[src/obj_consts.svh]
// sizes shared by the object line table blocks
// frame table is 256 objects of four words, line table is 128 tiles of three words
// each line entry is padded to four words, so one bank spans 512 addresses

`ifndef OBJ_CONSTS_SVH
`define OBJ_CONSTS_SVH

// frame table address width, 1024 words
`define OBJ_FRAME_AW 10

// tiles one line can hold
`define OBJ_LINE_TILES 128

// read address width of one line bank, entry index plus word select
`define OBJ_LINE_AW 9

// fill word for unused slots, also ends the fetch
`define OBJ_EMPTY 16'hffff

`endif

[src/obj_pkg.sv]
// types shared by the object line table blocks
// the attribute word layout follows the object frame table format

`default_nettype none

package obj_pkg;

    // bit 7 carries nothing in this format
    typedef struct packed {
        logic [3:0] tile_m;   // extra tile rows
        logic [3:0] tile_n;   // extra tile columns
        logic       spare;
        logic       vflip;
        logic       hflip;
        logic [4:0] pal;
    } obj_attr_t;

    // raw view for storage and the repeat compare
    typedef union packed {
        logic [15:0] raw;
        obj_attr_t   f;
    } obj_attr_u;

endpackage

`default_nettype wire

[src/obj_line_fetch.sv]
// walks the finished line bank and emits one descriptor per tile entry
// four cycles per entry, stops at the first empty word 0 or after the last slot
// the host must flip vrender1 before fetch_go so the finished bank is read

`default_nettype none

`include "obj_consts.svh"

module obj_line_fetch
    import obj_pkg::*;
(
    input  wire                      clk,
    input  wire                      rst,
    input  wire                      fetch_go,
    input  wire [15:0]               line_data,
    output logic [`OBJ_LINE_AW-1:0]  line_addr,
    output logic                     obj_valid,
    output logic [15:0]              obj_x,
    output logic [15:0]              obj_code,
    output logic [3:0]               obj_vsub,
    output logic [4:0]               obj_pal,
    output logic                     obj_hflip,
    output logic                     obj_vflip,
    output logic                     fetch_done
);

    localparam int EW = `OBJ_LINE_AW - 2; // entry index width

    localparam logic [2:0] F_IDLE = 3'd0;
    localparam logic [2:0] F_S0   = 3'd1; // word 0 addressed
    localparam logic [2:0] F_S1   = 3'd2; // word 0 on line_data
    localparam logic [2:0] F_S2   = 3'd3; // code on line_data
    localparam logic [2:0] F_S3   = 3'd4; // x on line_data
    localparam logic [2:0] F_FIN  = 3'd5;

    logic [2:0] state;
    obj_attr_u  lo_attr;  // low byte of word 0 holds the attribute fields
    logic       last_entry;

    assign lo_attr.raw = {8'h00, line_data[7:0]};
    assign last_entry  = (line_addr[`OBJ_LINE_AW-1:2] == EW'(`OBJ_LINE_TILES - 1));

    always_ff @(posedge clk or posedge rst) begin
        if (rst) begin
            state      <= F_IDLE;
            line_addr  <= '0;
            obj_valid  <= 1'b0;
            fetch_done <= 1'b0;
        end else begin
            obj_valid  <= 1'b0;
            fetch_done <= 1'b0;
            case (state)
                F_IDLE: begin
                    if (fetch_go) begin
                        line_addr <= '0;
                        state     <= F_S0;
                    end
                end
                F_S0: begin
                    line_addr <= line_addr + 1'b1;
                    state     <= F_S1;
                end
                F_S1: begin
                    if (line_data == `OBJ_EMPTY) begin
                        fetch_done <= 1'b1; // rest of the bank is fill
                        state      <= F_IDLE;
                    end else begin
                        line_addr <= line_addr + 1'b1;
                        state     <= F_S2;
                    end
                end
                F_S2: state <= F_S3;
                F_S3: begin
                    obj_valid <= 1'b1;
                    if (last_entry) begin
                        state <= F_FIN;
                    end else begin
                        line_addr <= {line_addr[`OBJ_LINE_AW-1:2] + 1'b1, 2'd0};
                        state     <= F_S0; // overlaps the output cycle
                    end
                end
                F_FIN: begin
                    fetch_done <= 1'b1;
                    state      <= F_IDLE;
                end
                default: state <= F_IDLE;
            endcase
        end
    end

    // descriptor fields, loaded as the words stream in
    always_ff @(posedge clk) begin
        if (state == F_S1) begin
            obj_vsub  <= line_data[11:8];
            obj_pal   <= lo_attr.f.pal;
            obj_hflip <= lo_attr.f.hflip;
            obj_vflip <= lo_attr.f.vflip;
        end
        if (state == F_S2) begin
            obj_code <= line_data;
        end
        if (state == F_S3) begin
            obj_x <= line_data;
        end
    end

    a_valid_done: assert property (@(posedge clk) disable iff (rst)
        !(obj_valid && fetch_done))
        else $error("line fetch: descriptor and done in the same cycle");

endmodule

`default_nettype wire

[config.mk]
export PLATFORM = sky130hd
export DESIGN_NAME = obj_line_fetch
export DESIGN_NICKNAME = d
export VERILOG_FILES = /design/src/obj_pkg.sv /design/src/obj_line_fetch.sv
export VERILOG_INCLUDE_DIRS = /design/src
export SDC_FILE = /design/constraint.sdc
export NUM_CORES = 1
export LEC_CHECK = 0
export BUFFER_PORTS_ARGS = -buffer_cell sky130_fd_sc_hd__buf_4
export CAP_MARGIN = 20
export CORE_ASPECT_RATIO = 0.5
export CORE_UTILIZATION = 40
export CTS_BUF_LIST = sky130_fd_sc_hd__clkbuf_16
export DETAILED_ROUTE_END_ITERATION = 12
export GPL_ROUTABILITY_DRIVEN = 0
export GPL_TIMING_DRIVEN = 0
export HOLD_SLACK_MARGIN = 0.06
export PLACE_DENSITY = 0.67
export RECOVER_POWER = 100
export SYNTH_ARGS = -nofsm -noshare
export SYNTH_HDL_FRONTEND = slang
export SYNTH_SLANG_ARGS = --single-unit
[constraint.sdc]
create_clock -name clk -period 2.01 [get_ports clk]
set_clock_uncertainty 0.05 [all_clocks]
set_input_delay 0.5025 -clock clk [delete_from_list [all_inputs] [get_ports clk]]
set_output_delay 0.5025 -clock clk [all_outputs]
set_load 0.1 [all_outputs]
---- After elaboration in Yosys (flattened, before gate mapping) ----
Index checks and enable logic that the tools add are counted.
operators by class
  $add $sub $neg .......................... 2
  equal/unequal tests ..................... 10
  multiplexer cells ....................... 11
  reductions and logical operators ........ 3
operator list
  cell                                                              number
  9-bit one-hot mux with 4 select lines                             1
  9-bit two-way mux                                                 3
  16-bit == test (second input constant)                            1
  3-bit one-hot mux with 5 select lines                             1
  9-bit by 1-bit adder with 9-bit output (second input constant)    1
  7-bit by 1-bit adder with 7-bit output (second input constant)    1
  7-bit == test (second input constant)                             1
  3-bit by 2-bit == test with 1-bit output (second input constant)  2
  3-bit == test (second input constant)                             2
  3-bit two-way mux                                                 2
  2-bit inequality test (second input constant)                     3
  4-bit AND reduction                                               1
  4-bit nonzero test                                                1
  3-bit by 1-bit == test with 1-bit output (second input constant)  1
  3-bit zero test                                                   1
  1-bit two-way mux                                                 2
  2-bit two-way mux                                                 1
  1-bit one-hot mux with 2 select lines                             1
word-level totals
  flip-flop bits (word level) ............. 57
  input bits .............................. 19
  output and inout port bits .............. 54
  word-level logic and storage cells ...... 36

---- Logic depth before layout (Yosys ltp) ----
  depth after elaboration ................. 3
  depth in mapped cells ................... 7
  depth with buffers taken out ............ 6

---- Worst setup path before layout ----
No wires, ideal clock.
  path kind ............................... register to register
  start point ............................. register line_addr[3]
  end point ............................... register line_addr[5]
  setup time .............................. 127 ps
  arrival time ............................ 2275 ps
  data required time ...................... 1833 ps
  slack ................................... -442 ps
  cell stages (with the launch flop) ...... 6
  path buffers ............................ 0
  period minus slack after synthesis ...... 2452 ps
  path through ............................ dfrtp_1 > ha_1 > nand4_1 > nor3_4 > nor2_4 > mux2_4
between the ends
  cells in the longest elaborated chain, start to end .. 3
  elaborated cells between the ends (all ways) .. 8
  those cells by class .................... add/sub (2); eq/ne (2); mux (3); reduce/logical (1)
RTL lines
  item                                                                          line                                        text
  start: declaration                                                            obj_line_fetch.sv:16                        output logic [`OBJ_LINE_AW-1:0] line_addr,
  start signal: assignment                                                      obj_line_fetch.sv:60                        line_addr <= line_addr + 1'b1;
  start signal: assignment                                                      obj_line_fetch.sv:68                        line_addr <= line_addr + 1'b1;
  start signal: assignment                                                      obj_line_fetch.sv:78                        line_addr <= {line_addr[`OBJ_LINE_AW-1:2] + 1'b1, 2'd0};
  9-bit by 1-bit adder with 9-bit output (tied with other cells)                obj_line_fetch.sv:60, obj_line_fetch.sv:68
  9-bit two-way mux (tied with other cells)                                     obj_line_fetch.sv:64                        if (line_data == `OBJ_EMPTY) begin
  9-bit one-hot mux with 4 select lines or 4-bit AND reduction (tied branches)  --
Parallel ways exist; a longest one is shown, timed or not. The select of a mux whose other input is x is not followed.
A chain may end at the register's enable or synchronous reset.

---- Worst setup path in the final report ----
  start point ............................. register line_addr[2]
  end point ............................... register line_addr[3]
Same word-level chain as after synthesis.

==> impl_metrics.ini <==
[final_layout]
diodes = 0
nNetsFinal = 244
num-fill-cells = 451
design_area_sq_um = 2920
drive_gt1_frac = 0.386
areaGrowthSynthToFinish_pct = 35.0

[sta]
rsz0062_at_grt = no
hold_viol_final = 0
slew_violations = 0
fmax_ghz = 0.523
setup_violations = 0
tightest_slew_ns = 0.836
maxSlewHeadroom = 0.443
finalCriticalPeriod_ns = 1.91
timing.final.crit_share = 0.951

[detailed_routing]
drc = 0
wl_met2_um = 2160
firstDrtPassIters = 4
vias = 1442
finalWirelength_um = 4450
detail_route.wirelength.met1_um = 1990
ant_nets = 0
wl_met3_um = 244
viasPerCell = 4.84
drtIter0Drc = 55
post_drt_wl_per_cell_um = 14.9
top_layer = met4

[worst_setup_path]
r2r_end = line_addr[3]$_DFFE_PP0P_
critPathArrivalTime_ns = 2.07
start_kind = flop
r2r-start = line_addr[2]$_DFFE_PP0P_
r2r_cells = 5
path_buf_inv = 0
path_class = flop to flop
critPathTopFamily = simple AND/OR/NAND/NOR gates
end_kind = flop
critPathMaxStageDelay_ns = 0.44
cp_slowest_cell = dfrtp_4
cp_max_fo = 7
critPathRequiredTime_ns = 2.17
r2r_setup_slack_ns = 0.1
crit_chain = ha_1 -> nand4_1 -> nor3_4 -> nor2_2 -> mux2_4

[logic_synthesis]
synth_area_sq_um = 2160
yosysTopAreaCell = edfxtp_1
synth_ff_type = edfxtp_1
synthCells = 137
yosys-top-cells-area = edfxtp_1 60%, dfrtp_1 16%, nor2_1 1.9%, a21oi_1 1.9%, nand4_1 1.4%
synth_area_per_cell_sq_um = 15.8
synth_cell_type_count = 33
yosysSeqAreaShare = 0.760
ys_seq_elements = 57
yosysTopAreaCellShare = 0.598
async_flop_share = 0.246
yosysWarnings = 0
synth_edf_count = 43
syn_nets = 158

[die]
start_util = 0.426
die_area_sq_um = 5710
num_rows = 18
die_y_um = 54.0
ios = 73
core_area_sq_um = 5070
die_w_um = 106

[clock_network]
root_buffer = clkbuf_16
cts_buffers = 9
cts_sinks = 57
clkSlewWorstSetupHoldPaths_ns = 0.05
cts_tree = done
clk_latency_ns = 0.32
clockBufferDepth = 2
htreeDepth = 3

[power_and_ir_drop]
leakage_nw = 1.20
power_mw = 4.88
peakVddDrop_uv = 980
power_density_nw_per_um2 = 1670

[global_routing]
grt_pass1_vias = 1309
grt_pass1_wl_um = 6490
antenna_found_initial = 0
grt_max_degree = 24
grt_overflow = 0
grt_usage = 0.161

[outcome]
status = finished, final reports clean

[place]
postPlaceCellArea_sq_um = 2800
portBuffers = 72
dp_hpwl_um = 2930

[job]
cap_violations = 0

[min_path]
hold_class = primary input to asynchronous set/reset pin
==> cells by family (layout without fill, tap and decap cells) <==
logic type,count (synthesis),after routing,share of synthesized area
flops,57,57,0.760
simple gates,43,43,0.113
compound gates,26,26,0.0800
xor+xnor,1,1,0.00406
buf+inv,6,97,0.0174
mux,2,2,0.0139
fa+ha+maj,2,2,0.0116
==> synth_stat cells, types with 3 or more instances <==
cell type / number
nand3_1: 3
edfxtp_1: 43
a21oi_1: 8
o21ai_0: 3
dfrtp_1: 14
a21o_1: 3
nand2_1: 8
nand2b_1: 4
nor2_1: 11
nor4_1: 3
nand4_1: 5
inv_1: 3
==> through the flow <==
step           setup WS [ns]  TNS [ns]  cells   util  hold slack, ns
6_report              0.0994         0    298  0.575           0.184
2_1_floorplan        0.00918         0    137      -           0.341
3_5_place_dp          -0.255     -1.11    279  0.553           0.498
5_1_grt              0.00614         0    298  0.575           0.231
4_1_cts               0.0524         0    295  0.611           0.197
3_3_place_gp          -0.260     -1.23    279  0.553           0.478
==> metal layers <==
metal,vias to the layer above,global-route usage
met2,49,0.260
li1,706,-
met5,-,0
met1,681,0.203
met4,0,0.0648
met3,6,0.0581
==> flip-flops by register name (all words and copies together), names as in the netlist <==
name,count
obj_code,16
obj_x,16
line_addr,9
obj_pal,5
obj_vsub,4
state,3
fetch_done,1
obj_hflip,1
obj_valid,1
obj_vflip,1
==> cell type report <==
cell class | instances | area [sq um] | share of cell area
clock buffer | 9 | 225 | 0.0773
timing repair buffer | 75 | 365 | 0.125
clock inverter | 7 | 61.3 | 0.0210
buffer | 2 | 22.5 | 0.00773
inverter | 4 | 17.5 | 0.00601
multi-input combinational | 74 | 482 | 0.165
sequential | 57 | 1650 | 0.567
tap | 70 | 87.6 | 0.0300
==> where the power goes <==
part | total [mW] | internal (mW) | switching (mW)
clock network | 1.43 | 0.940 | 0.494
registers | 1.62 | 1.50 | 0.110
logic | 1.83 | 0.296 | 1.53
total | 4.88 | 2.74 | 2.13
==> repair_timing <==
action,4_1_cts,5_1_grt
hold buffers,0,0
gates resized for setup,2,1
cloned,0,0
buffers inserted,0,3
setup endpoints to repair,6,3
pin swaps,0,2
==> layout by cell type, fill, tap and decap left out, types with 2 or more instances in the layout <==
cell type    n
a21o_1       3
a21oi_1      8
and3_1       2
buf_6        2
clkbuf_1    16
clkbuf_16    9
clkbuf_2    55
clkbuf_4     3
clkinv_1     3
clkinvlp_4   2
dfrtp_1      8
dfrtp_2      4
dfrtp_4      2
edfxtp_1    43
ha_1         2
inv_1        3
mux2_4       2
nand2_1      8
nand2b_1     4
nand3_1      3
nand4_1      5
nor2_1      11
nor4_1       2
nor4b_1      2
o21ai_0      4
o31ai_1      2
o32a_1       2
==> worst max path at each step <==
stage                                   startpoint                  endpoint  slack (ns)  cells after the start
after floorplan           line_addr[8]$_DFFE_PP0P_  line_addr[5]$_DFFE_PP0P_       0.009                      4
after global placement                line_data[3]  line_addr[5]$_DFFE_PP0P_       -0.26                      7
after detailed placement              line_data[2]  line_addr[5]$_DFFE_PP0P_       -0.25                      7
after CTS                     state[2]$_DFFE_PP0N_  line_addr[3]$_DFFE_PP0P_        0.05                      7
after global routing      line_addr[2]$_DFFE_PP0P_  line_addr[3]$_DFFE_PP0P_       0.006                      5
final                     line_addr[2]$_DFFE_PP0P_  line_addr[3]$_DFFE_PP0P_         0.1                      5
No activity file was read; power rests on OpenSTA's default activity.
